### src/logic/cnn_defs.svh
`ifndef CNN_DEFS_SVH
`define CNN_DEFS_SVH

// Serial bit time in clocks
`define BAUD_DIV 16

// Picture geometry
`define PIC_SIDE 28
`define POOL_SIDE 14

// Byte memory layout
`define PIC_BASE 0
`define BIAS_ADDR 784
`define POOL_BASE 800
`define RAM_DEPTH 1024
`define ADDR_W 10

// Host file indices
`define FILE_PIC 16'h0000
`define FILE_BIAS 16'h0001
`define FILE_POOL 16'h0002

// Request header bytes, R and W
`define CHAR_READ 8'h52
`define CHAR_WRITE 8'h57

`endif

### src/logic/cnn_pkg.sv
`default_nettype none

`include "cnn_defs.svh"

package cnn_pkg;

    typedef logic [7:0] byte_t;

    typedef logic [`ADDR_W-1:0] addr_t;

    // write set means the node sends the file to the host
    typedef struct packed {
        logic        write;
        logic [15:0] index;
    } file_req_t;

    typedef struct packed {
        logic  en;
        logic  we;
        addr_t addr;
        byte_t wdata;
    } ram_port_t;

endpackage

`default_nettype wire

### src/logic/layer_sequencer.sv
`timescale 1ns/1ps
`default_nettype none

`include "cnn_defs.svh"

module layer_sequencer (
    input  wire                 clk,
    input  wire                 reset,
    input  wire                 start,
    output logic                done,
    output logic                req,
    output cnn_pkg::file_req_t  file_req,
    input  wire                 xfer_done,
    output logic                pool_start,
    input  wire                 pool_done
);

    typedef enum logic [2:0] {
        S_IDLE, S_PIC, S_BIAS, S_POOL, S_RESULT
    } state_t;

    state_t state;

    always_ff @(posedge clk or posedge reset) begin
        if (reset) begin
            state      <= S_IDLE;
            done       <= 1'b0;
            req        <= 1'b0;
            pool_start <= 1'b0;
            file_req   <= '0;
        end else begin
            req        <= 1'b0;
            pool_start <= 1'b0;
            case (state)
                S_IDLE: begin
                    if (start) begin
                        done           <= 1'b0;
                        req            <= 1'b1;
                        file_req.write <= 1'b0;
                        file_req.index <= `FILE_PIC;
                        state          <= S_PIC;
                    end
                end
                S_PIC: begin
                    if (xfer_done) begin
                        req            <= 1'b1;
                        file_req.write <= 1'b0;
                        file_req.index <= `FILE_BIAS;
                        state          <= S_BIAS;
                    end
                end
                S_BIAS: begin
                    if (xfer_done) begin
                        pool_start <= 1'b1;
                        state      <= S_POOL;
                    end
                end
                S_POOL: begin
                    if (pool_done) begin
                        req            <= 1'b1;
                        file_req.write <= 1'b1;
                        file_req.index <= `FILE_POOL;
                        state          <= S_RESULT;
                    end
                end
                S_RESULT: begin
                    // Last result byte has left the line
                    if (xfer_done) begin
                        done  <= 1'b1;
                        state <= S_IDLE;
                    end
                end
                default: state <= S_IDLE;
            endcase
        end
    end

endmodule

`default_nettype wire

### config.mk
export PLATFORM = sky130hd
export DESIGN_NAME = layer_sequencer
export DESIGN_NICKNAME = d
export VERILOG_FILES = /design/src/logic/cnn_pkg.sv /design/src/logic/layer_sequencer.sv
export VERILOG_INCLUDE_DIRS = /design/src /design/src/logic
export SDC_FILE = /design/constraint.sdc
export NUM_CORES = 1
export LEC_CHECK = 0
export BUFFER_PORTS_ARGS = -buffer_cell sky130_fd_sc_hd__buf_4
export CAP_MARGIN = 0
export CORE_UTILIZATION = 40
export DETAILED_ROUTE_END_ITERATION = 10
export PLACE_DENSITY = 0.82
export SYNTH_ARGS = -nofsm -noshare
export SYNTH_HDL_FRONTEND = slang
export SYNTH_SLANG_ARGS = --single-unit
### constraint.sdc
create_clock -name clk -period 1.15 [get_ports clk]
set_clock_uncertainty 0.05 [all_clocks]
set_input_delay 0.115 -clock clk [delete_from_list [all_inputs] [get_ports clk]]
set_output_delay 0.115 -clock clk [all_outputs]
set_load 0.05 [all_outputs]
==> impl_metrics.ini <==
[final_layout]
area_growth_pct = 14.61
fillCellCount = 113
drive_above_1_share_pct = 40.28
fin_nets = 79
diodes = 0
final_cell_area_um2 = 628.1

[sta]
slew_violations = 0
rsz0062_at_grt = yes
min_period_ns = 1.175
fin_ws_ns = -0.02475
finalSetupViolCount = 1
tns_ns = -0.02475
finalCritPeriodShare_pct = 102.2
fmax_ghz = 0.8512
hold_viol = 0

[logic_synthesis]
yosysWarnings = 0
yosysTopAreaCellShare_pct = 36.53
synthTopCellsByArea = dfrtp_1 37%, buf_4 21%, buf_6 6.2%, a21oi_1 3.7%, nand2_1 2.7%
syn_inst = 58
yosysSeqAreaShare_pct = 36.53
yosysTopAreaCell = dfrtp_1
synth_area_um2 = 548.0
synth_commonest_cells = 15 x buf_4, 8 x dfrtp_1, 4 x a21oi_1, 4 x nand2_1, 3 x buf_6
avgSynthCellArea_um2 = 9.449
synthFlopType = dfrtp_1
async_reset_ff_share_pct = 100.0
yosys.cell_types.count = 26
ys_ff_latch = 8
synth_edf_count = 0
yosysMostFrequentCell = buf_4

[setup_path]
critPathKind = reg -> reg
cp-startpoint = state[1]
worstPathRequired_ns = 1.24
crit_path_start_kind = register
crit_chain = or3b_4 -> a21oi_2 -> nor2_1
cp_slowest_stage_delay_ns = 0.44
cp_top_family = flip-flops
r2r-start = state[1]
r2r_cells = 3
arrival_ns = 1.26
r2r_end = done
critPathCapture = done
r2r_setup_slack_ns = -0.02
cp.depth = 3
slowest_stage = dfrtp_2
critPathBufInv = 0
cp_max_fo = 6
critPathCaptureType = register

[clocking]
cts_made_buffers = 3
clkLatencyLatePin_ns = 0.25
cts_root_buffer = clkbuf_4
cts_buffer_depth = 2
postCtsSetupBuffers = 0
cts_max_level = 1
cts_tree = done
clk_pin_slew_ns = 0.05
cts.sinks = 8

[power_and_ir_drop]
powerDensity_mw_per_mm2 = 2752
leakage_nw = 0.3121
power_mw = 1.729
ir_drop_mv = 1.217

[placement]
gp_congestion = 0.8184
io_buffers = 10
hpwl_um = 704.1
post_dp_cell_area_um2 = 583.1

[route]
drc_errors = 0
via_count = 402
post_drt_wl_per_cell_um = 10.64
routed_wl_um = 915
ant_nets = 0
dr.pass1.iters = 4
drt_iter0_drc = 9
via_per_inst = 4.674

[floorplan]
ioPinCount = 25
row_count = 12
dieHeight_um = 39.02
die_w_um = 39.02
start_util_pct = 46.20
die_area_mm2 = 0.001522
core_mm2 = 0.001186

[grt]
grt_first_pass_wirelength_mm = 1.414
grt_max_degree = 13
grt_use_total_pct = 14.75
antenna_found_initial = 0
first_global_vias = 347
grt-ovfl-total = 0

[hold_path]
hp-class = in -> reg
holdPathStages = 2

[run_status]
status = finished with violations
violations = setup timing

[job]
drv_cap = 0
## cells in the final DEF (no fill, tap or decap), types with 2 or more instances in the layout
master	count
a21oi_1	3
buf_4	15
clkbuf_4	3
conb_1	14
dfrtp_1	5
dfrtp_2	3
inv_1	2
nand2_1	4
nand3b_1	2
nor2_1	2
nor3b_2	2
## worst min-delay path by stage
stage	end	slack (ns)	start
after detailed placement	pool_start	0.03	reset
after floorplan	done	-0.12	reset
final	state[2]	0.05	xfer_done
after global routing	state[2]	0.05	xfer_done
after CTS	state[2]	0.04	xfer_done
after global placement	pool_start	0.03	reset
## flip-flops by register name (all words and copies together) (netlist names)
signal,count
done,1
file_req,2
pool_start,1
req,1
state,3
## where the power goes
part           internal (mW)  switching, mW
Sequential             0.396         0.0881
Combinational          0.391          0.643
Clock                  0.119         0.0914
## kinds of logic after synthesis
kind of cell	Yosys count	share of synthesized area, %
buffers and inverters	20	28.08
and+or+nand+nor	17	18.49
AOI/OAI and AO/OA	11	14.15
DFF	8	36.53
muxes	1	2.055
other	1	0.6843
## routing by layer
layer	up-vias	track usage, %	part of all wire [%]	wire (µm)
met2	22	25.00	47	431
met3	2	10.40	9.4	86
met1	184	14.39	43	392
met5	-	0	0	0
met4	0	3.448	0.44	4
li1	194	-	-	-
## stage by stage
| stage | setup slack (ns) | std cells | util, % | hold WS [ns] |
|---|---|---|---|---|
| after global placement | 0.01668 | 82 | 49.16 | 0.02775 |
| final | -0.02475 | 86 | 52.95 | 0.04529 |
| after detailed placement | -0.07730 | 82 | 49.16 | 0.03500 |
| after CTS | -0.03161 | 86 | 52.43 | 0.04254 |
| after global routing | -0.05174 | 86 | 52.95 | 0.04612 |
| after floorplan | 0.01771 | 71 | - | -0.1195 |
## cell type report
type,instances,area [µm²],area share (%)
clock buffers,3,22.52,3.586
inverters,2,7.507,1.195
multi-input cells,43,254.0,40.44
flip-flops and latches,8,203.9,32.47
well taps,14,17.52,2.789
repair buffers,16,122.6,19.52
## what timing repair did
| action | in CTS | in global routing |
|---|---|---|
| hold buffers | 1 | 0 |
| pin swaps | 1 | 0 |
| resized for setup | 2 | 2 |
| endpoints found under the setup margin | 2 | 5 |
| endpoints found under the hold margin | 8 | 0 |
Power figures use the tool's default switching activity.
