`config.mk`:
```
export PLATFORM = sky130hd
export DESIGN_NAME = pool_engine
export DESIGN_NICKNAME = d
export VERILOG_FILES = /design/src/logic/cnn_pkg.sv /design/src/logic/pool_engine.sv
export VERILOG_INCLUDE_DIRS = /design/src /design/src/logic
export SDC_FILE = /design/constraint.sdc
export NUM_CORES = 1
export LEC_CHECK = 0
export BUFFER_PORTS_ARGS = -buffer_cell sky130_fd_sc_hd__buf_2
export CAP_MARGIN = 40
export CORE_MARGIN = 3
export CORE_UTILIZATION = 40
export DETAILED_ROUTE_END_ITERATION = 10
export GPL_TIMING_DRIVEN = 0
export PLACE_DENSITY = 0.7
export SLEW_MARGIN = 20
export SYNTH_ARGS = -nofsm -noshare
export SYNTH_HDL_FRONTEND = slang
export SYNTH_SLANG_ARGS = --single-unit
```
`constraint.sdc`:
```
create_clock -name clk -period 2.9 [get_ports clk]
set_input_delay 0.145 -clock clk [delete_from_list [all_inputs] [get_ports clk]]
set_output_delay 0.145 -clock clk [all_outputs]
set_load 0.01 [all_outputs]
```
`src/logic/cnn_defs.svh`:
```
`ifndef CNN_DEFS_SVH
`define CNN_DEFS_SVH

// Serial bit time in clocks
`define BAUD_DIV 16

// Picture geometry
`define PIC_SIDE 28
`define POOL_SIDE 14

// Byte memory layout
`define PIC_BASE 0
`define BIAS_ADDR 784
`define POOL_BASE 800
`define RAM_DEPTH 1024
`define ADDR_W 10

// Host file indices
`define FILE_PIC 16'h0000
`define FILE_BIAS 16'h0001
`define FILE_POOL 16'h0002

// Request header bytes, R and W
`define CHAR_READ 8'h52
`define CHAR_WRITE 8'h57

`endif

```
`src/logic/cnn_pkg.sv`:
```
`default_nettype none

`include "cnn_defs.svh"

package cnn_pkg;

    typedef logic [7:0] byte_t;

    typedef logic [`ADDR_W-1:0] addr_t;

    // write set means the node sends the file to the host
    typedef struct packed {
        logic        write;
        logic [15:0] index;
    } file_req_t;

    typedef struct packed {
        logic  en;
        logic  we;
        addr_t addr;
        byte_t wdata;
    } ram_port_t;

endpackage

`default_nettype wire

```
`src/logic/pool_engine.sv`:
```
`timescale 1ns/1ps
`default_nettype none

`include "cnn_defs.svh"

module pool_engine (
    input  wire                 clk,
    input  wire                 reset,
    input  wire                 pool_start,
    output logic                pool_done,
    output cnn_pkg::ram_port_t  ram,
    input  wire cnn_pkg::byte_t ram_rdata
);

    typedef enum logic [2:0] {
        S_IDLE, S_BIAS_RD, S_BIAS_LAT, S_PIX_RD, S_PIX_ACC, S_WRITE
    } state_t;

    state_t         state;
    logic [3:0]     row;
    logic [3:0]     col;
    logic [1:0]     sub;
    cnn_pkg::byte_t bias;
    cnn_pkg::byte_t max_val;
    logic [4:0]     pix_row;
    logic [4:0]     pix_col;
    cnn_pkg::addr_t pix_addr;
    cnn_pkg::addr_t out_addr;

    // Window pixel: row 2r + sub[1], column 2c + sub[0]
    assign pix_row  = {row, sub[1]};
    assign pix_col  = {col, sub[0]};
    assign pix_addr = cnn_pkg::addr_t'(`PIC_BASE)
                    + cnn_pkg::addr_t'(pix_row) * cnn_pkg::addr_t'(`PIC_SIDE)
                    + cnn_pkg::addr_t'(pix_col);
    assign out_addr = cnn_pkg::addr_t'(`POOL_BASE)
                    + cnn_pkg::addr_t'(row) * cnn_pkg::addr_t'(`POOL_SIDE)
                    + cnn_pkg::addr_t'(col);

    always_comb begin
        ram.en    = 1'b0;
        ram.we    = 1'b0;
        ram.addr  = pix_addr;
        ram.wdata = max_val + bias;
        case (state)
            S_BIAS_RD: begin
                ram.en   = 1'b1;
                ram.addr = cnn_pkg::addr_t'(`BIAS_ADDR);
            end
            S_PIX_RD: ram.en = 1'b1;
            S_WRITE: begin
                ram.en   = 1'b1;
                ram.we   = 1'b1;
                ram.addr = out_addr;
            end
            default: ;
        endcase
    end

    always_ff @(posedge clk) begin
        if (state == S_BIAS_LAT) begin
            bias <= ram_rdata;
        end
        if (state == S_PIX_ACC && (sub == 2'd0 || ram_rdata > max_val)) begin
            max_val <= ram_rdata;
        end
    end

    always_ff @(posedge clk or posedge reset) begin
        if (reset) begin
            state     <= S_IDLE;
            row       <= '0;
            col       <= '0;
            sub       <= '0;
            pool_done <= 1'b0;
        end else begin
            pool_done <= 1'b0;
            case (state)
                S_IDLE: begin
                    if (pool_start) begin
                        row   <= '0;
                        col   <= '0;
                        sub   <= '0;
                        state <= S_BIAS_RD;
                    end
                end
                S_BIAS_RD:  state <= S_BIAS_LAT;
                S_BIAS_LAT: state <= S_PIX_RD;
                S_PIX_RD:   state <= S_PIX_ACC;
                S_PIX_ACC: begin
                    sub   <= sub + 2'd1;
                    state <= (sub == 2'd3) ? S_WRITE : S_PIX_RD;
                end
                S_WRITE: begin
                    state <= S_PIX_RD;
                    if (col == 4'(`POOL_SIDE - 1)) begin
                        col <= '0;
                        if (row == 4'(`POOL_SIDE - 1)) begin
                            pool_done <= 1'b1;
                            state     <= S_IDLE;
                        end else begin
                            row <= row + 4'd1;
                        end
                    end else begin
                        col <= col + 4'd1;
                    end
                end
                default: state <= S_IDLE;
            endcase
        end
    end

endmodule

`default_nettype wire

```
==> run_results.csv <==
group,metric,value,unit
status,status,"finished, violations left",
status,violations,"negative setup slack",
power,peakVddDrop,0.000390,V
global_routing,grt.overflow.total,0,
hold_path,holdCritPathClass,"input port to register",
cells_and_area,area_growth,19.8,%
floorplan,fp.dieArea,7410,um^2
cts,clk_latency,0.28,ns
sta,rsz0062_at_grt,"yes",
cts,cts_sinks,30,
yosys,syn_nets,316,
yosys,synth_common_cells,"ha_1 (37), inv_1 (27), nor2_1 (19), o21ai_0 (18)",
power,p_per_area,890,nW/um^2
floorplan,num_io_pins,32,
yosys,synthFlopType,"edfxtp_1",
global_routing,antenna_found_initial,0,
floorplan,chipWidth,86.1,um
sta,drv_slew,0,
cts,clk_pin_slew,0.06,ns
job,maxCapViolations,0,
yosys,ys_types,42,
global_routing,grt_pass1_wl,8860,um
cells_and_area,n_antenna_cell,0,
yosys,synthTopCellsByArea,"edfxtp_1 (19%), ha_1 (18%), dfrtp_1 (14%), fa_1 (7.0%), xnor2_1 (5.1%)",
placed_design,dp_slack,-0.137,ns
sta,hold_viol,0,
sta,fin_tns_setup,-0.462,ns
worst_setup_path,cp_max_fo,3,
cts,ctsLongestPathBuffers,2,
routing,wirelength,5160,um
floorplan,fp.dieH,86.1,um
worst_setup_path,critical_path_class,"register to primary output",
sta,finalWorstSetupSlack,-0.167,ns
cts,clockRootBuffer,"clkbuf_8",
worst_setup_path,crit_required,2.76,ns
yosys,syn-cell-area,2560,um^2
placed_design,hpwl,3950,um
sta,setup_viol,4,
sta,worstMarginPinSlew,0.713,ns
global_routing,grt.total_usage,0.149,
yosys,synthCells,259,
sta,clock.fmax,0.326,GHz
global_routing,grt_pass1_vias,1986,
sta,fin_crit,3.07,ns
worst_setup_path,endpoint_kind,"primary output",
routing,vias_per_cell,5.10,
yosys,synth-seq-area-share,0.324,
sta,min_period_over_period,1.06,
routing,antenna_left,0,
placed_design,port_buffers,31,
yosys,synth_seq_cells,30,
routing,wl_per_cell,13.5,um
cts,tritoncts,"yes",
cells_and_area,nets,362,
routing,drc,0,
floorplan,std_cell_rows,28,
placed_design,gp_congestion,0.796,
cts,htree_levels,2,
routing,drt-initial-drc-count,98,
floorplan,fp.coreArea,6060,um^2
cts,cts_made_buffers,5,
sta,slew_headroom,0.524,
cells_and_area,layout-drive-gt1-share,0.265,
worst_setup_path,critPathArrivalTime,2.92,ns
yosys,synth_edf_count,16,
power,leakagePower,1.42,nW
sta,fin_skew,0.00627,ns
global_routing,grt_max_degree,15,
cells_and_area,fin_util,0.507,
yosys,synth_warnings,0,
worst_setup_path,startpoint_type,"register",
yosys,synth_top_area_share,0.187,
floorplan,initial_core_util,0.423,
routing,dr.pass1.iters,4,
cells_and_area,final_cell_area,3070,um^2
yosys,synth.most_common_cell,"ha_1",
yosys,yosysTopAreaCell,"edfxtp_1",
routing,via_count,1943,
placed_design,place_area,2810,um^2
yosys,synth-async-reset-ratio,0.467,
yosys,avgSynthCellArea,9.90,um^2
[state kept, by name, indices dropped and copies added, names as in the netlist]
signal     count
max_val        8
col            4
sub            2
row            4
pool_done      1
bias           8
state          3
[logic make-up (layout without fill, tap and decap cells)]
group / count (synthesis) / in the layout / share of synthesized area
AO/OA/AOI/OAI: 57 / 57 / 0.140
AND/OR/NAND/NOR: 68 / 68 / 0.147
XOR/XNOR: 26 / 26 / 0.0888
buffers and inverters: 32 / 79 / 0.0502
adder cells (fa/ha/maj): 46 / 46 / 0.251
flip-flops: 30 / 30 / 0.324
[routing by layer]
layer  track usage  vias to the layer above  part of all wire  wire (um)
li1              -                      983                 -          -
met1         0.193                      925              0.45       2340
met2         0.259                       25              0.50       2600
met3        0.0259                       10             0.025        131
met4        0.0302                        0             0.016         83
met5             0                        -                 0          0
[final timing paths]
check / from / to / slack (ns) / depth (start not counted)
hold reg to reg: sub[0] / sub[0] / 0.52 / 1
hold / removal: ram_rdata[2] / max_val[2] / 0.08 / 1
max in group asynchronous: reset / row[0] / 2.05 / 3
setup reg to reg: max_val[1] / max_val[4] / 0.98 / 8
setup / recovery: row[1] / ram[17] / -0.17 / 11
min in group asynchronous: reset / state[0] / 0.46 / 3
[stage by stage]
stage               cells  hold slack (ns)  total power [mW]
detailed placement    365            0.221              2.27
global route          381           0.0701              3.01
global placement      365            0.225              2.23
finish                381           0.0779              2.73
floorplan             259           0.0342              1.83
CTS                   380           0.0695              2.71
[timing repair]
action | CTS | global route
endpoints found under the setup margin | 5 | 4
hold endpoints to repair | 14 | 0
buffers inserted | 6 | 1
pin swaps | 2 | 3
gates cloned | 0 | 0
resized for setup | 19 | 9
hold buffers | 1 | 0
[critical path: stages, from the launching register on]
cell      delay [ns]
dfrtp_2         0.44
fa_1            0.57
ha_2            0.21
inv_2           0.04
fa_2            0.34
nand2b_4        0.15
a21oi_2         0.12
xor2_1          0.22
nand3_1         0.12
xnor2_1         0.14
a21oi_1         0.13
buf_2           0.16
[cells in the final DEF (no fill, tap or decap), types with 3 or more instances in the layout]
cell      count
buf_4         9
nor2_1       19
a22oi_1       3
dfrtp_2       4
o22ai_1       3
edfxtp_1     16
xor2_1        7
nand3_1       3
xnor2_1      15
buf_2        31
a21o_1        3
xor2_2        4
fa_1          6
inv_1        26
fa_2          3
clkbuf_8      5
ha_1         33
clkbuf_1      5
nand2_1      13
o21ai_0      16
nand2b_1      4
nand2_2       3
a21oi_1      14
dfrtp_1      10
nor2b_1       9
[layout make-up]
cell class              count  area, um^2
multi-input cells         197        1720
fillers                   560        2990
flip-flops and latches     30         836
clock buffers               8        80.1
inverters                  28         106
well taps                  75        93.8
plain buffers               4        22.5
repair buffers             39         218
[power breakdown]
group	total [mW]	internal (mW)	switching, mW	leakage, nW
registers	0.695	0.581	0.114	0.326
clock network	0.307	0.170	0.137	0.0395
logic	1.73	0.782	0.950	1.05
No activity file was read; power rests on OpenSTA's default activity.
