`config.mk`:
```
export PLATFORM = sky130hd
export DESIGN_NAME = file_transfer
export DESIGN_NICKNAME = d
export VERILOG_FILES = /design/src/logic/cnn_pkg.sv /design/src/logic/file_transfer.sv
export VERILOG_INCLUDE_DIRS = /design/src /design/src/logic
export SDC_FILE = /design/constraint.sdc
export NUM_CORES = 1
export LEC_CHECK = 0
export BUFFER_PORTS_ARGS = -buffer_cell sky130_fd_sc_hd__buf_4
export CAP_MARGIN = 20
export CORE_MARGIN = 2
export CORE_UTILIZATION = 59
export CTS_CLUSTER_DIAMETER = 30
export DETAILED_ROUTE_END_ITERATION = 10
export GPL_ROUTABILITY_DRIVEN = 0
export PLACE_DENSITY = 0.95
export SLEW_MARGIN = 30
export SYNTH_ARGS = -nofsm -noshare
export SYNTH_HDL_FRONTEND = slang
export SYNTH_SLANG_ARGS = --single-unit
export TNS_END_PERCENT = 50
```
`constraint.sdc`:
```
create_clock -name clk -period 6.4 [get_ports clk]
set_clock_uncertainty 0.05 [all_clocks]
set_input_delay 0.64 -clock clk [delete_from_list [all_inputs] [get_ports clk]]
set_output_delay 0.64 -clock clk [all_outputs]
set_load 0.1 [all_outputs]
```
`src/logic/cnn_defs.svh`:
```
`ifndef CNN_DEFS_SVH
`define CNN_DEFS_SVH

// Serial bit time in clocks
`define BAUD_DIV 16

// Picture geometry
`define PIC_SIDE 28
`define POOL_SIDE 14

// Byte memory layout
`define PIC_BASE 0
`define BIAS_ADDR 784
`define POOL_BASE 800
`define RAM_DEPTH 1024
`define ADDR_W 10

// Host file indices
`define FILE_PIC 16'h0000
`define FILE_BIAS 16'h0001
`define FILE_POOL 16'h0002

// Request header bytes, R and W
`define CHAR_READ 8'h52
`define CHAR_WRITE 8'h57

`endif

```
`src/logic/cnn_pkg.sv`:
```
`default_nettype none

`include "cnn_defs.svh"

package cnn_pkg;

    typedef logic [7:0] byte_t;

    typedef logic [`ADDR_W-1:0] addr_t;

    // write set means the node sends the file to the host
    typedef struct packed {
        logic        write;
        logic [15:0] index;
    } file_req_t;

    typedef struct packed {
        logic  en;
        logic  we;
        addr_t addr;
        byte_t wdata;
    } ram_port_t;

endpackage

`default_nettype wire

```
`src/logic/file_transfer.sv`:
```
`timescale 1ns/1ps
`default_nettype none

`include "cnn_defs.svh"

module file_transfer (
    input  wire                     clk,
    input  wire                     reset,
    input  wire                     req,
    input  wire cnn_pkg::file_req_t file_req,
    output logic                    xfer_done,
    output cnn_pkg::byte_t          tx_data,
    output logic                    tx_en,
    input  wire                     tx_busy,
    input  wire cnn_pkg::byte_t     rx_data,
    input  wire                     rx_rdy,
    output cnn_pkg::ram_port_t      ram,
    input  wire cnn_pkg::byte_t     ram_rdata
);

    typedef enum logic [2:0] {
        S_IDLE, S_HEAD, S_IDX_HI, S_IDX_LO, S_READ, S_WR_FETCH, S_WR_SEND
    } state_t;

    state_t             state;
    cnn_pkg::file_req_t req_q;
    cnn_pkg::addr_t     addr;
    cnn_pkg::addr_t     count;
    cnn_pkg::addr_t     map_base;
    cnn_pkg::addr_t     map_len;
    logic               tx_ok;
    logic               rd_store;
    logic               wr_fetch;

    // File index to memory range
    always_comb begin
        case (req_q.index)
            `FILE_PIC: begin
                map_base = cnn_pkg::addr_t'(`PIC_BASE);
                map_len  = cnn_pkg::addr_t'(`PIC_SIDE * `PIC_SIDE);
            end
            `FILE_BIAS: begin
                map_base = cnn_pkg::addr_t'(`BIAS_ADDR);
                map_len  = cnn_pkg::addr_t'(1);
            end
            `FILE_POOL: begin
                map_base = cnn_pkg::addr_t'(`POOL_BASE);
                map_len  = cnn_pkg::addr_t'(`POOL_SIDE * `POOL_SIDE);
            end
            default: begin
                map_base = '0;
                map_len  = '0;
            end
        endcase
    end

    // tx_busy lags tx_en by a cycle
    assign tx_ok    = !tx_busy && !tx_en;
    assign rd_store = (state == S_READ) && rx_rdy && (count != map_len);
    assign wr_fetch = (state == S_WR_FETCH) && tx_ok && (count != map_len);

    always_comb begin
        ram.en    = rd_store || wr_fetch;
        ram.we    = rd_store;
        ram.addr  = addr;
        ram.wdata = rx_data;
    end

    always_ff @(posedge clk) begin
        if (state == S_IDLE && req) begin
            req_q <= file_req;
        end
    end

    always_ff @(posedge clk or posedge reset) begin
        if (reset) begin
            state     <= S_IDLE;
            addr      <= '0;
            count     <= '0;
            tx_en     <= 1'b0;
            tx_data   <= '0;
            xfer_done <= 1'b0;
        end else begin
            tx_en     <= 1'b0;
            xfer_done <= 1'b0;
            case (state)
                S_IDLE: begin
                    if (req) begin
                        state <= S_HEAD;
                    end
                end
                S_HEAD: begin
                    if (tx_ok) begin
                        tx_en   <= 1'b1;
                        tx_data <= req_q.write ? `CHAR_WRITE : `CHAR_READ;
                        state   <= S_IDX_HI;
                    end
                end
                S_IDX_HI: begin
                    if (tx_ok) begin
                        tx_en   <= 1'b1;
                        tx_data <= req_q.index[15:8];
                        state   <= S_IDX_LO;
                    end
                end
                S_IDX_LO: begin
                    if (tx_ok) begin
                        tx_en   <= 1'b1;
                        tx_data <= req_q.index[7:0];
                        addr    <= map_base;
                        count   <= '0;
                        state   <= req_q.write ? S_WR_FETCH : S_READ;
                    end
                end
                S_READ: begin
                    if (count == map_len) begin
                        xfer_done <= 1'b1;
                        state     <= S_IDLE;
                    end else if (rx_rdy) begin
                        addr  <= addr + 1'b1;
                        count <= count + 1'b1;
                        if (count == map_len - 1'b1) begin
                            xfer_done <= 1'b1;
                            state     <= S_IDLE;
                        end
                    end
                end
                S_WR_FETCH: begin
                    if (tx_ok) begin
                        if (count == map_len) begin
                            xfer_done <= 1'b1;
                            state     <= S_IDLE;
                        end else begin
                            state <= S_WR_SEND;
                        end
                    end
                end
                S_WR_SEND: begin
                    tx_en   <= 1'b1;
                    tx_data <= ram_rdata;
                    addr    <= addr + 1'b1;
                    count   <= count + 1'b1;
                    state   <= S_WR_FETCH;
                end
                default: state <= S_IDLE;
            endcase
        end
    end

endmodule

`default_nettype wire

```
==> results.md <==
* Fin Setup TNS at 0 ns
* Die X at approximately 76 microns
* Largest net degree at the start of global routing at 34
* Layout fillers at about 380
* Via count at 2541
* Share of flip-flops with an asynchronous set or reset at between 60% and 70%
* Most frequent cells in the layout: buf_4 (53), dfrtp_1 (33), a21oi_1 (31), nand2_1 (21), nor2_1 (18)
* Initial core utilization at between 60% and 70%
* Die Ht at 75.6 microns
* Later-pin clock latency in the skew report at between 0.3 and 0.4 ns
* Port bufs at 51
* Max Slew Vio Count at 0
* 1st-pass router iterations at 4
* Initial antenna violation count at 0
* DR iter-0 viols at just over 200
* Worst path arrival time at 4.27 ns
* CP startpoint kind: register
* Place WS at 1.81 ns
* Clock power share at a little over a tenth
* H-tree depth at 2
* Yosys reg bits at 50
* Max-cap check violation count at 0
* Antenna-violating nets left at 0
* Overflow after GRT at 0
* Worst setup EP type: output port
* Num Clock Sinks at 50
* Worst reg2reg startpoint: req_q[1]
* First-pass GRT wire length at 10600 microns
* Critical Path Start: req_q[1]
* Critical path class: reg -> out
* Die area at 5710 sq um
* Register area at ~1300 sq um
* Worst VDD drop at about 0.00041 V
* Share of cells above drive strength 1 at roughly 25%
* Mean Syn Cell Area at 9.81 sq um
* Tot Pwr at 0.00173 W
* Std-Cell Rows at 26
* RSZ-0062 raised after global routing: false
* EDFF count, synth at 17
* Postcts setup bufs at 0
* Maximum fanout along the worst path at 12
* CTS tree: built
* Core footprint at around 5000 sq um
* Post-CTS Hold Buffers at 0
* Sw power at 0.000937 W
* Fmax at 0.201 GHz
* Leakage Power at around 1.4 nW
* Post-CTS resize count at 0
* CTS buffer count at 5
* Synth unique cells at 59
* Vias/cell at 6.18
* WP data required at about 5.7 ns
* Tightest Pin Transition at 0.840 ns
* Post-synth top area share at 27.3%
* Final Cycle Share at 77.6%
* Most common cell after layout, fill and taps aside: buf_4
* Yosys warning count at 0
* Comb power frac at around 55%
* Syn_nets at 350
* Area of the multi-input gates at 1510 sq um
* Cell accounting for the most synthesized area: dfrtp_1
* P per Cell Area at just over 500 nW/um^2
* Fin nets at between 300 and 400
* Slew HR at 43.8%
* Cells after Synth at slightly above 300
* Pint at 0.000790 W
* I/O pins at 68
* Antenna Cells at 0
* Post-route insts no fill at 411
* Synth Flop Type: dfrtp_1
* Worst setup margin at 1.44 ns
* Overall Global Routing Usage at 24.6%
* Layout area overhead at 13.6%
* DP Cell Count at about 400
* Clock Tree Buf Depth at 2
* Final setup vio count at 0
* Flop pwr share at 34.4%
* Top cells by area, synth: dfrtp_1 (27%), edfxtp_1 (17%), a21oi_1 (5.1%), nand3_1 (2.7%), mux2_2 (2.6%)
* Status: finished clean
* Switching Fraction at 54.2%
* Root buf cell: clkbuf_8
* Worst-path clk slew at 0.09 ns
* Core Util, Final at 68.5%
* Hold Crit Class: in -> async
* Post-Route WL at 6680 microns
* DP HPWL at 4920 microns
* Post-synthesis sequential area ratio at 44.2%
* Vias in the first global route at between 2000 and 2500
* Final Critical Period at a little under 5 ns
* Remaining DRCs at 0
* DR WL/cell at ~16 microns
* Fin. Hold Viols at 0
* Mapped cell area at 3020 sq um
[cell usage after synthesis, types with 3 or more instances]
cell type and n:
xnor2_1 5, and3_1 7, buf_4 9, or3_1 6
nor4_4 3, dfrtp_1 33, o22a_1 6, nand2b_1 7
o21ai_2 4, inv_1 5, o21ai_0 14, o31ai_1 3
ha_1 4, nand4_1 5, nand3_1 16, mux2_2 7
nor2_1 18, nand2_1 21, nor4b_1 3, clkbuf_1 13
mux2i_1 5, or4_1 3, xor2_1 4, a21oi_1 31
edfxtp_1 17, o22ai_1 3, nor3_1 7, o211ai_1 4
a21o_1 6
[state kept, by name, indices dropped and copies added (netlist names)]
name,flops
count,10
state,3
xfer_done,1
tx_data,8
req_q,17
addr,10
tx_en,1
[routing by layer]
metal | up-vias | wire [microns] | share of wire, % | track usage [%]
li1 | 1209 | - | - | -
met3 | 23 | 420 | 6.3 | 4.76
met2 | 111 | 3210 | 48 | 39.9
met4 | 0 | 238 | 3.6 | 10.7
met1 | 1198 | 2810 | 42 | 32.2
met5 | - | 0 | 0 | 0
[cell type report]
type,instances,area share [%]
multi-input cells,225,43.9
flip-flops and latches,50,38.9
repair buffers,53,11.6
well taps,70,2.55
clock buffers,7,2.33
inverters,5,0.547
clock inverters,1,0.182
[final timing paths]
check	endpoint	slack [ns]	depth (start not counted)
setup / recovery	ram[19]	1.44	12
min in group clk	tx_data[0]	0.44	1
hold reg to reg	tx_data[0]	0.44	1
max in group asynchronous	count[1]	5.63	3
setup reg to reg	count[5]	2.09	12
hold / removal	state[1]	0.37	3
[critical path, cell delays in order (launching register included)]
cell and delay (ns):
edfxtp_1 0.57, nor4b_1 0.44, and4_2 0.32, inv_1 0.05
ha_1 0.29, ha_1 0.35, nor4_2 0.31, nand4_2 0.19
or3_4 0.42, a221oi_1 0.45, nor2_1 0.14, and3_1 0.21
buf_4 0.23
[stage by stage]
stage / area (sq um) / hold slack [ns]
6_report: 3430 / 0.367
5_1_grt: 3430 / 0.416
4_1_cts: 3430 / 0.379
3_5_place_dp: 3350 / 0.419
3_3_place_gp: 3350 / 0.416
2_1_floorplan: 3020 / 0.514
[power by group through the flow]
stage          clock (W)  sequential, W  combinational [W]
6_report        0.000187       0.000595           0.000946
4_1_cts         0.000189       0.000590           0.000944
5_1_grt         0.000201       0.000613            0.00100
3_5_place_dp           0       0.000595           0.000942
2_1_floorplan          0       0.000899           0.000465
3_3_place_gp           0       0.000588           0.000924
[kinds of logic after synthesis]
| kind of cell | count (synthesis) | synth area share [%] |
|---|---|---|
| simple gates | 109 | 21.2 |
| mux | 12 | 4.27 |
| flops | 50 | 44.2 |
| fa+ha+maj | 4 | 1.66 |
| compound gates | 91 | 20.0 |
| xor+xnor | 9 | 2.61 |
| buf+inv | 33 | 6.13 |
No activity file was read; power rests on OpenSTA's default activity.
