===== src/logic/cnn_defs.svh =====
`ifndef CNN_DEFS_SVH
`define CNN_DEFS_SVH

// Serial bit time in clocks
`define BAUD_DIV 16

// Picture geometry
`define PIC_SIDE 28
`define POOL_SIDE 14

// Byte memory layout
`define PIC_BASE 0
`define BIAS_ADDR 784
`define POOL_BASE 800
`define RAM_DEPTH 1024
`define ADDR_W 10

// Host file indices
`define FILE_PIC 16'h0000
`define FILE_BIAS 16'h0001
`define FILE_POOL 16'h0002

// Request header bytes, R and W
`define CHAR_READ 8'h52
`define CHAR_WRITE 8'h57

`endif


===== src/logic/cnn_pkg.sv =====
`default_nettype none

`include "cnn_defs.svh"

package cnn_pkg;

    typedef logic [7:0] byte_t;

    typedef logic [`ADDR_W-1:0] addr_t;

    // write set means the node sends the file to the host
    typedef struct packed {
        logic        write;
        logic [15:0] index;
    } file_req_t;

    typedef struct packed {
        logic  en;
        logic  we;
        addr_t addr;
        byte_t wdata;
    } ram_port_t;

endpackage

`default_nettype wire


===== src/logic/uart_link.sv =====
`timescale 1ns/1ps
`default_nettype none

`include "cnn_defs.svh"

module uart_link (
    input  wire                 clk,
    input  wire                 reset,
    input  wire                 rx,
    output logic                tx,
    input  wire cnn_pkg::byte_t tx_data,
    input  wire                 tx_en,
    output logic                tx_busy,
    output cnn_pkg::byte_t      rx_data,
    output logic                rx_rdy
);

    localparam int BIT_LAST = `BAUD_DIV - 1;
    localparam int BIT_MID  = `BAUD_DIV / 2 - 1;

    logic [7:0] tx_baud;
    logic [3:0] tx_bit;
    logic [9:0] tx_shift;

    logic [1:0] rx_sync;
    logic       rx_s;
    logic       rx_active;
    logic       rx_sample;
    logic [7:0] rx_baud;
    logic [3:0] rx_bit;
    logic [7:0] rx_shift;

    // Stop, data LSB first, start; shifted out from bit 0
    assign tx = tx_shift[0];

    always_ff @(posedge clk or posedge reset) begin
        if (reset) begin
            tx_shift <= '1;
            tx_busy  <= 1'b0;
            tx_baud  <= '0;
            tx_bit   <= '0;
        end else if (!tx_busy) begin
            if (tx_en) begin
                tx_shift <= {1'b1, tx_data, 1'b0};
                tx_busy  <= 1'b1;
                tx_baud  <= '0;
                tx_bit   <= '0;
            end
        end else if (tx_baud == 8'(BIT_LAST)) begin
            tx_baud  <= '0;
            tx_shift <= {1'b1, tx_shift[9:1]};
            tx_bit   <= tx_bit + 4'd1;
            if (tx_bit == 4'd9) begin
                tx_busy <= 1'b0;
            end
        end else begin
            tx_baud <= tx_baud + 8'd1;
        end
    end

    assign rx_s      = rx_sync[1];
    assign rx_sample = rx_active && (rx_baud == 8'(BIT_MID));

    always_ff @(posedge clk or posedge reset) begin
        if (reset) begin
            rx_sync   <= 2'b11;
            rx_active <= 1'b0;
            rx_baud   <= '0;
            rx_bit    <= '0;
            rx_rdy    <= 1'b0;
        end else begin
            rx_sync <= {rx_sync[0], rx};
            rx_rdy  <= 1'b0;
            if (!rx_active) begin
                if (!rx_s) begin
                    rx_active <= 1'b1;
                    rx_baud   <= '0;
                    rx_bit    <= '0;
                end
            end else begin
                if (rx_sample) begin
                    // Glitch on the start bit
                    if (rx_bit == 4'd0 && rx_s) begin
                        rx_active <= 1'b0;
                    end else if (rx_bit == 4'd9) begin
                        rx_active <= 1'b0;
                        rx_rdy    <= rx_s;
                    end
                end
                if (rx_baud == 8'(BIT_LAST)) begin
                    rx_baud <= '0;
                    rx_bit  <= rx_bit + 4'd1;
                end else begin
                    rx_baud <= rx_baud + 8'd1;
                end
            end
        end
    end

    always_ff @(posedge clk) begin
        if (rx_sample && rx_bit != 4'd0 && rx_bit != 4'd9) begin
            rx_shift <= {rx_s, rx_shift[7:1]};
        end
    end

    assign rx_data = rx_shift;

endmodule

`default_nettype wire


===== config.mk =====
export PLATFORM = sky130hd
export DESIGN_NAME = uart_link
export DESIGN_NICKNAME = d
export VERILOG_FILES = /design/src/logic/cnn_pkg.sv /design/src/logic/uart_link.sv
export VERILOG_INCLUDE_DIRS = /design/src /design/src/logic
export SDC_FILE = /design/constraint.sdc
export NUM_CORES = 1
export LEC_CHECK = 0
export BUFFER_PORTS_ARGS = -buffer_cell sky130_fd_sc_hd__buf_2
export CORE_ASPECT_RATIO = 1.75
export CORE_MARGIN = 1.5
export CORE_UTILIZATION = 30
export DETAILED_ROUTE_END_ITERATION = 16
export SYNTH_ARGS = -nofsm -noshare
export SYNTH_HDL_FRONTEND = slang
export SYNTH_SLANG_ARGS = --single-unit

===== constraint.sdc =====
create_clock -name clk -period 2.45 [get_ports clk]
set_input_delay 0.3675 -clock clk [delete_from_list [all_inputs] [get_ports clk]]
set_output_delay 0.3675 -clock clk [all_outputs]
set_load 0.01 [all_outputs]

==> metrics.log, run 1 <==
[metrics] diode insertion count for antenna repair: 0
[metrics] num rows: 41
[metrics] Resized Gates After CTS: 0
[metrics] total count of hold-check failures in the final report: 0
[metrics] per-cell via count in the routed design: 5.31
[metrics] routed wire length per instance: 14.3 um
[metrics] met3 Track Usage GR: 0.0268
[metrics] overall die width: 68.2 um
[metrics] Min-Delay Startpoint: rx
[metrics] antenna viol nets, final: 0
[metrics] DP HPWL: 3300 um
[metrics] setup violation total in the final timing report: 0
[metrics] Max-cap violations: 0
[metrics] static power due to leakage: 0.00108 uW
[metrics] starting density of the core: 0.309
[metrics] via count of the first global-routing pass: 1665
[metrics] maximum number of pins on one net before global-route repair: 39
[metrics] Max Root-Sink Buffers: 2
[metrics] area of all sequential standard cells: 0.00120 sq mm
[metrics] Max Fclk: 497 MHz
[metrics] routability-driven placement congestion ratio: 0.845
[metrics] skew final: 0.00762 ns
[metrics] aggregate global-route resource usage: 0.123
[metrics] Routed Wire Length: 4540 um
[metrics] setup fix buffers added after clock tree synthesis: 0
[metrics] cell area reported after detailed placement: 0.00245 sq mm
[metrics] Mapped Nets: 225
[metrics] WHS Endpoint: rx_sync[0]
[metrics] sinks on the clock net: 46
[metrics] flop-to-flop setup slack: 0.44 ns
[metrics] synth warn: 0
[metrics] clock-pin slew on the worst setup and hold paths: 0.06 ns
[metrics] Cells after Synth: 206
[metrics] most frequent standard cell in the layout excluding fill and tap cells: sky130_fd_sc_hd__dfrtp_1
[metrics] Unique masters post-synth: 42
[metrics] GR met2 Demand/Resource: 0.223
[metrics] number of enable flip-flop cells after synthesis: 8
[metrics] status: finished, final reports clean
[metrics] Arr. time, crit path: 2.22 ns
[metrics] Boundary Pins: 23
[metrics] number of max-slew violations in the final report: 0
[metrics] footprint of the multi-input gates: 950 sq um
[metrics] antenna violations before repair: 0
[metrics] Die H: 117 um
[metrics] Worst Tran Pin Value: 0.716 ns
[metrics] Worst Setup Start Kind: flip-flop
[metrics] Post-Syn Area per Cell: 10.8 sq um
[metrics] required time reported for the critical path endpoint: 2.66 ns
[metrics] final core area utilization: 0.362
[metrics] RSZ-0062 raised after global routing: false
[metrics] global-route met1 utilization: 0.124
[metrics] signed area change from the synthesized netlist to the final layout: 17.2%
[metrics] TritonCTS buffer count: 5
[metrics] CTS Root Buffer Type: sky130_fd_sc_hd__clkbuf_16
[metrics] clock tree from TritonCTS: built
[metrics] most utilized layer in the global route result: met2
[metrics] count of unresolved DRC violations after routing: 0
[metrics] number of port buffers: 22
[metrics] crit path time final: 2.01 ns
[metrics] final std cells w/o fill: 318
[metrics] FF-to-FF End: tx_shift[5]
[metrics] Layout fillers: 708
[metrics] Worst Hold Depth: 1
[metrics] placed cell count: 310
[metrics] fin area: 0.00262 sq mm
[metrics] R2R Path Start: tx_baud[4]
[metrics] power per cell area: 1050 mW/mm^2
[metrics] Skew-Pair Late Insertion Delay: 0.29 ns
[metrics] area of the mapped netlist: 0.00223 sq mm
[metrics] worst hold slack after final layout: 0.180 ns
[metrics] crit share post-route: 0.821
[metrics] area enclosed by the die boundary: 0.00800 sq mm
[metrics] cts hold-fix bufs: 0
[metrics] commonest cells after routing, fill and taps aside: 27 x sky130_fd_sc_hd__dfrtp_1, 22 x sky130_fd_sc_hd__buf_2, 19 x sky130_fd_sc_hd__nand2_1, 15 x sky130_fd_sc_hd__o21ai_0, 13 x sky130_fd_sc_hd__mux2_2
[metrics] async set or reset register ratio after synthesis: 0.826
[metrics] crit-path max FO: 9
[metrics] Total Nets Final: 250
[metrics] violation count after the first detailed-route iteration: 98
[metrics] VDD IR-drop max: 0.000357 V
[metrics] number of detailed-route iterations in the first pass: 4
[metrics] Critical Path End Type: flip-flop
[metrics] depth of the most critical reg-to-reg path: 3
[metrics] worst min-delay path class: input pin to flip-flop
[metrics] number of register bits inferred by synthesis: 46
[metrics] layout cell share with drive strength beyond 1: 0.267
[metrics] total number of vias: 1687
[metrics] Setup Crit Path Kind: flip-flop to flip-flop
[metrics] wire length of the first global-routing pass: 7350 um
[metrics] Core Region: 0.00723 sq mm
[metrics] Post-synth top flop: sky130_fd_sc_hd__dfrtp_1
[metrics] normalized max-slew margin: 0.519
[metrics] fraction of the yosys area taken by sequential cells: 0.539
[metrics] GR Overflow Total: 0
[metrics] setup tns final: 0 ns
[metrics] CTS HTree Levels: 2
[area by class of cell]
class	count	area share
Clock buffer	8	0.0640
Inverter	11	0.0158
Multi-Input combinational cell	140	0.363
Sequential cell	46	0.460
Tap cell	86	0.0411
Timing Repair Buffer	27	0.0564
[routing by layer]
metal  part of all wire  routed length [um]
met2               0.56                2560
met3              0.027                 123
met5                  0                   0
met1               0.38                1730
met4              0.028                 129
[flip-flops by register name, summed over array words and instances (netlist names)]
register / flops
tx_bit: 4
rx_sync: 2
tx_baud: 8
rx_data: 8
rx_rdy: 1
tx_busy: 1
rx_active: 1
rx_baud: 8
tx_shift: 9
rx_bit: 4
[how the worst max path moves through the flow]
stage                     startpoint  slack [ns]     endpoint  cells past startpoint
after floorplan           rx_baud[4]        0.31   rx_data[0]                      3
after global routing      tx_baud[4]        0.35  tx_shift[4]                      3
after detailed placement  tx_baud[4]        0.44  tx_shift[4]                      3
after global placement    tx_baud[4]        0.48  tx_shift[2]                      3
after CTS                 tx_baud[4]        0.44  tx_shift[4]                      3
final                     tx_baud[4]        0.44  tx_shift[5]                      3
[power breakdown]
group | internal [uW] | switching, uW | total (uW)
sequential | 1080 | 259 | 1340
clock | 468 | 268 | 737
combinational | 332 | 342 | 674
[metrics by stage]
step / setup slack, ns / total power [uW]
3_5_place_dp: 0.442 / 2030
4_1_cts: 0.444 / 2790
2_1_floorplan: 0.309 / 1820
3_3_place_gp: 0.477 / 2000
6_report: 0.437 / 2750
5_1_grt: 0.352 / 2960
[critical path, cell delays in order (launching register included)]
cell and delay, ns:
sky130_fd_sc_hd__dfrtp_1 0.45, sky130_fd_sc_hd__or4_1 0.66, sky130_fd_sc_hd__o21ai_2 0.45, sky130_fd_sc_hd__mux2_2 0.39
[cells by family (layout without fill, tap and decap cells)]
group                      after synthesis  in the layout  synth area share
and+or+nand+nor                         68             68             0.165
buffers and inverters                   20             46            0.0358
xor gates and xnor gates                 1              1           0.00392
muxes                                   17             17            0.0840
AOI/OAI and AO/OA                       47             47             0.133
DFF                                     46             46             0.539
adders and majority gates                7              7            0.0392
[cell usage after synthesis, types with 2 or more instances]
master,n,area [sq um]
sky130_fd_sc_hd__nand2b_1,3,18.8
sky130_fd_sc_hd__o211ai_1,5,37.5
sky130_fd_sc_hd__and3_1,5,31.3
sky130_fd_sc_hd__a31oi_1,8,50.1
sky130_fd_sc_hd__or4_1,6,45.0
sky130_fd_sc_hd__nand3b_1,2,15.0
sky130_fd_sc_hd__o21ai_0,15,75.1
sky130_fd_sc_hd__nand4_1,4,25.0
sky130_fd_sc_hd__nor2_1,6,22.5
sky130_fd_sc_hd__nand2_1,19,71.3
sky130_fd_sc_hd__mux2i_1,3,30.0
sky130_fd_sc_hd__dfrtp_1,27,676
sky130_fd_sc_hd__o31ai_1,2,15.0
sky130_fd_sc_hd__nor4_1,2,12.5
sky130_fd_sc_hd__clkbuf_1,7,26.3
sky130_fd_sc_hd__and4_1,2,17.5
sky130_fd_sc_hd__or3_1,2,12.5
sky130_fd_sc_hd__nor3_1,2,10.0
sky130_fd_sc_hd__nand3_1,10,50.1
sky130_fd_sc_hd__edfxtp_1,8,240
sky130_fd_sc_hd__nor2b_1,2,12.5
sky130_fd_sc_hd__ha_1,7,87.6
sky130_fd_sc_hd__a21oi_1,8,40.0
sky130_fd_sc_hd__inv_1,11,41.3
sky130_fd_sc_hd__dfstp_2,11,289
sky130_fd_sc_hd__mux2_2,13,146
Power figures use the tool's default switching activity.
==> inputs of run 2 (changes only) <==
--- a/config.mk
+++ b/config.mk
@@ -6,6 +6,7 @@
 export SDC_FILE = /design/constraint.sdc
 export NUM_CORES = 1
 export LEC_CHECK = 0
+export ABC_AREA = 1
 export BUFFER_PORTS_ARGS = -buffer_cell sky130_fd_sc_hd__buf_2
 export CORE_ASPECT_RATIO = 1.75
 export CORE_MARGIN = 1.5
==> constraint.sdc (replaced) <==
create_clock -name clk -period 2 [get_ports clk]
set_input_delay 0.3 -clock clk [delete_from_list [all_inputs] [get_ports clk]]
set_output_delay 0.3 -clock clk [all_outputs]
set_load 0.01 [all_outputs]
==> run 2 against run 1 <==
  * Synthesized cell count is 42% higher
  * Sequential power is 25% higher
  * Routed wire length is 4.5% higher
  * Power is 35% higher
  * Setup slack better by 0.0037 ns
  * Maximum frequency is 29% higher
  * Register-to-register slack hardly changed
  * Via count is 16% higher
  * Die area is 8.1% higher
  * Sequential share of layout area is 2.7 points lower
==> metrics.log, run 2 <==
[metrics] Resized Gates After CTS: 0 (unchanged)
[metrics] crit share post-route: 0.779 (-0.0420)
[metrics] design internal power: 2440 uW (+30%)
[metrics] flop-to-flop setup slack: 0.44 ns (about the same)
[metrics] aggregate global-route resource usage: 0.117 (-0.00694)
[metrics] portion of synthesized cell area occupied by the leading cell type: 0.279 (-0.0234)
[metrics] largest family of logic cells by synthesized area: simple AND/OR/NAND/NOR gates
[metrics] number of register bits inferred by synthesis: 46 (unchanged)
[metrics] adder-cell share of the synthesized area: 0.0362 (-0.00304)
[metrics] CTS HTree Levels: 2 (unchanged)
[metrics] maximum number of pins on one net before global-route repair: 39 (unchanged)
[metrics] status: finished, final reports clean
[metrics] RSZ-0062 raised after global routing: false
[metrics] layout cell share with drive strength beyond 1: 0.181 (-0.0863)
[metrics] setup violation total in the final timing report: 0 (unchanged)
[metrics] setup tns final: 0 ns (unchanged)
[metrics] per-cell via count in the routed design: 4.81 (-9.3%)
[metrics] area of the mapped netlist: 0.00242 sq mm (+8.4%)
[metrics] Post-Syn Area per Cell: 8.30 sq um (-24%)
[metrics] share of the synthesized netlist area taken by xor and xnor gates: 0.0181 (+0.0142)
[metrics] dominant cell type by area after synthesis: sky130_fd_sc_hd__dfrtp_1
[metrics] number of enable flip-flop cells after synthesis: 8 (unchanged)
[metrics] commonest cells after routing, fill and taps aside: 93 x sky130_fd_sc_hd__nand2_1, 42 x sky130_fd_sc_hd__nand3_1, 31 x sky130_fd_sc_hd__inv_1, 27 x sky130_fd_sc_hd__dfrtp_1, 22 x sky130_fd_sc_hd__buf_2
[metrics] wire length of the first global-routing pass: 8000 um (+8.8%)
[metrics] register containing the most flip-flops in the final layout: tx_shift
[metrics] multiplexer fraction of the synthesized cell area: 0 (-0.0840)
[metrics] fraction of the yosys area taken by sequential cells: 0.497 (-0.0418)
[metrics] Arr. time, crit path: 1.56 ns (-0.66 ns)
[metrics] required time reported for the critical path endpoint: 2.00 ns (-0.66 ns)
[metrics] clock-pin slew on the worst setup and hold paths: 0.06 ns (about the same)
[metrics] Cells after Synth: 292 (+42%)
[metrics] part of the power in combinational logic: 0.264 (+0.019)
[metrics] static power due to leakage: 0.00140 uW (+30%)
[metrics] FF-to-FF End: rx_data[6]
[metrics] most common library cells after synthesis: 93 x sky130_fd_sc_hd__nand2_1, 42 x sky130_fd_sc_hd__nand3_1, 31 x sky130_fd_sc_hd__inv_1, 27 x sky130_fd_sc_hd__dfrtp_1, 19 x sky130_fd_sc_hd__nor2_1
[metrics] crit path time final: 1.56 ns (-0.454 ns)
[metrics] total count of hold-check failures in the final report: 0 (unchanged)
[metrics] number of detailed-route iterations in the first pass: 4 (unchanged)
[metrics] Total Nets Final: 333 (+33%)
[metrics] TritonCTS buffer count: 5 (unchanged)
[metrics] max FFs per register: 9 (unchanged)
[metrics] capture point of the critical path: rx_data[6]
[metrics] signed area change from the synthesized netlist to the final layout: 14.9%
[metrics] footprint of the multi-input gates: 0.00102 sq mm (+7.9%)
[metrics] cell-by-cell listing of the critical path: nand3_1 > nor2_1 > nand3_1 > nor2_1 > buf_4
[metrics] launching instance or port of the critical path: rx_active
[metrics] area enclosed by the die boundary: 0.00864 sq mm (+8.1%)
[metrics] worst min-delay path class: input pin to flip-flop
[metrics] VDD IR-drop max: 0.000350 V (-2.0%)
[metrics] share of power burned in registers: 0.450 (-0.038)
[metrics] Worst Tran Pin Value: 0.482 ns (-0.233 ns)
[metrics] sinks on the clock net: 46 (unchanged)
[metrics] Setup Crit Path Kind: flip-flop to flip-flop
[metrics] Routed Wire Length: 4750 um (+4.5%)
[metrics] via count of the first global-routing pass: 1779 (+6.8%)
[metrics] CP max stage cell: sky130_fd_sc_hd__dfrtp_1
[metrics] skew final: 0.00702 ns (-0.000602 ns)
[metrics] Post-synth top flop: sky130_fd_sc_hd__dfrtp_1
[metrics] R2R Path Start: rx_active
[metrics] worst hold slack after final layout: 0.108 ns (-0.0728 ns)
[metrics] num rows: 43 (+4.9%)
[metrics] routed wire length per instance: 11.7 um (-18%)
[metrics] cts hold-fix bufs: 0 (unchanged)
[metrics] Boundary Pins: 23 (unchanged)
[metrics] total number of vias: 1949 (+16%)
[metrics] Critical Path End Type: flip-flop
[metrics] leading post-synthesis cells by cell area: sky130_fd_sc_hd__dfrtp_1 28%, sky130_fd_sc_hd__nand2_1 14%, sky130_fd_sc_hd__dfstp_2 12%, sky130_fd_sc_hd__edfxtp_1 9.9%, sky130_fd_sc_hd__nand3_1 8.7%
[metrics] CTS Root Buffer Type: sky130_fd_sc_hd__clkbuf_16
[metrics] async set or reset register ratio after synthesis: 0.826 (unchanged)
[metrics] starting density of the core: 0.308 (-0.000565)
[metrics] cell area reported after detailed placement: 0.00259 sq mm (+5.9%)
[metrics] switching power as a share of total power: 0.341 (+0.0250)
[metrics] Max-cap violations: 0 (unchanged)
[metrics] Skew-Pair Late Insertion Delay: 0.29 ns (about the same)
[metrics] Max Fclk: 641 MHz (+29%)
[metrics] clock tree from TritonCTS: built
[metrics] Worst Hold Depth: 1 (unchanged)
[metrics] setup fix buffers added after clock tree synthesis: 0 (unchanged)
[metrics] Mapped Nets: 311 (+38%)
[metrics] depth of the most critical reg-to-reg path: 5 (+2)
[metrics] normalized max-slew margin: 0.678 (+0.160)
[metrics] number of port buffers: 22 (unchanged)
[metrics] Worst Setup Start Kind: flip-flop
[metrics] synthesized-area fraction occupied by ao, oa, aoi and oai cells: 0.0310 (-0.102)
[metrics] number of max-slew violations in the final report: 0 (unchanged)
[metrics] violation count after the first detailed-route iteration: 152 (+55%)
[metrics] synth warn: 0 (unchanged)
[metrics] antenna viol nets, final: 0 (unchanged)
[metrics] area of all sequential standard cells: 0.00120 sq mm (unchanged)
[metrics] DP HPWL: 3520 um (+6.8%)
[metrics] area fraction in and, or, nand and nor cells after synthesis: 0.338 (+0.173)
[metrics] GR Overflow Total: 0 (unchanged)
[metrics] critical path's largest stage delay: 0.60 ns (-0.06 ns)
[metrics] power per cell area: 1330 mW/mm^2 (+27%)
[metrics] Min-Delay Startpoint: rx
[metrics] Die H: 122 um (+4.0%)
[metrics] Core Region: 0.00786 sq mm (+8.6%)
[metrics] Layout fillers: 824 (+16%)
[metrics] most frequent standard cell in the layout excluding fill and tap cells: sky130_fd_sc_hd__nand2_1
[metrics] power dissipated by switching net loads: 1260 uW (+45%)
[metrics] Unique masters post-synth: 29 (-31%)
[metrics] overall die width: 70.9 um (+3.9%)
[metrics] diode insertion count for antenna repair: 0 (unchanged)
[metrics] fin area: 0.00278 sq mm (+6.3%)
[metrics] Max Root-Sink Buffers: 2 (unchanged)
[metrics] most frequent cell after synthesis: sky130_fd_sc_hd__nand2_1
[metrics] crit-path max FO: 12 (+3)
[metrics] routability-driven placement congestion ratio: 0.809 (-4.2%)
[metrics] antenna violations before repair: 0 (unchanged)
[metrics] clock group share of total power: 0.286 (+0.018)
[metrics] count of unresolved DRC violations after routing: 0 (unchanged)
run 2: kinds of logic after synthesis:
family | after synthesis
buffers and inverters | 42
XOR/XNOR | 5
flip-flops | 46
adder cells (fa/ha/maj) | 7
AO/OA/AOI/OAI | 14
AND/OR/NAND/NOR | 178
run 2: worst min path at each step:
stage               slack, ns          to
global placement         0.35  rx_sync[1]
CTS                      0.10  rx_sync[0]
global route             0.11  rx_sync[0]
floorplan                0.30  rx_sync[0]
detailed placement       0.35  rx_sync[1]
finish                   0.11  rx_sync[0]
run 2: per-stage QoR:
stage | util | total power, uW | setup slack, ns | std cells
floorplan | - | 2420 | 0.388 | 292
global placement | 0.330 | 2640 | 0.469 | 397
detailed placement | 0.330 | 2680 | 0.448 | 397
CTS | 0.354 | 3750 | 0.434 | 405
global route | 0.354 | 3980 | 0.287 | 405
finish | 0.354 | 3700 | 0.441 | 405
run 2: layout make-up:
type                    count  share of cell area
multi-input cells         204               0.368
well taps                  90              0.0404
inverters                  32              0.0431
clock inverters             3              0.0229
clock buffers               5              0.0449
repair buffers             25              0.0476
flip-flops and latches     46               0.433
run 2: power by group through the flow:
stage,clock (uW),sequential [uW],combinational (uW)
floorplan,0,1560,859
global placement,0,1670,971
detailed placement,0,1680,995
CTS,1080,1670,1000
global route,1120,1730,1140
finish,1060,1670,979
run 2: critical path, delay by kind of cell (launching register included):
family | cells | cell delay, ns
buf+inv | 1 | 0.18
flops | 1 | 0.60
simple gates | 4 | 0.50
run 2: metal layers:
layer,vias to the layer above,GRT usage,share of wire
met4,0,0.0578,0.025
met1,936,0.131,0.40
met3,9,0.0157,0.022
li1,975,-,-
met2,29,0.212,0.55
met5,-,0,0
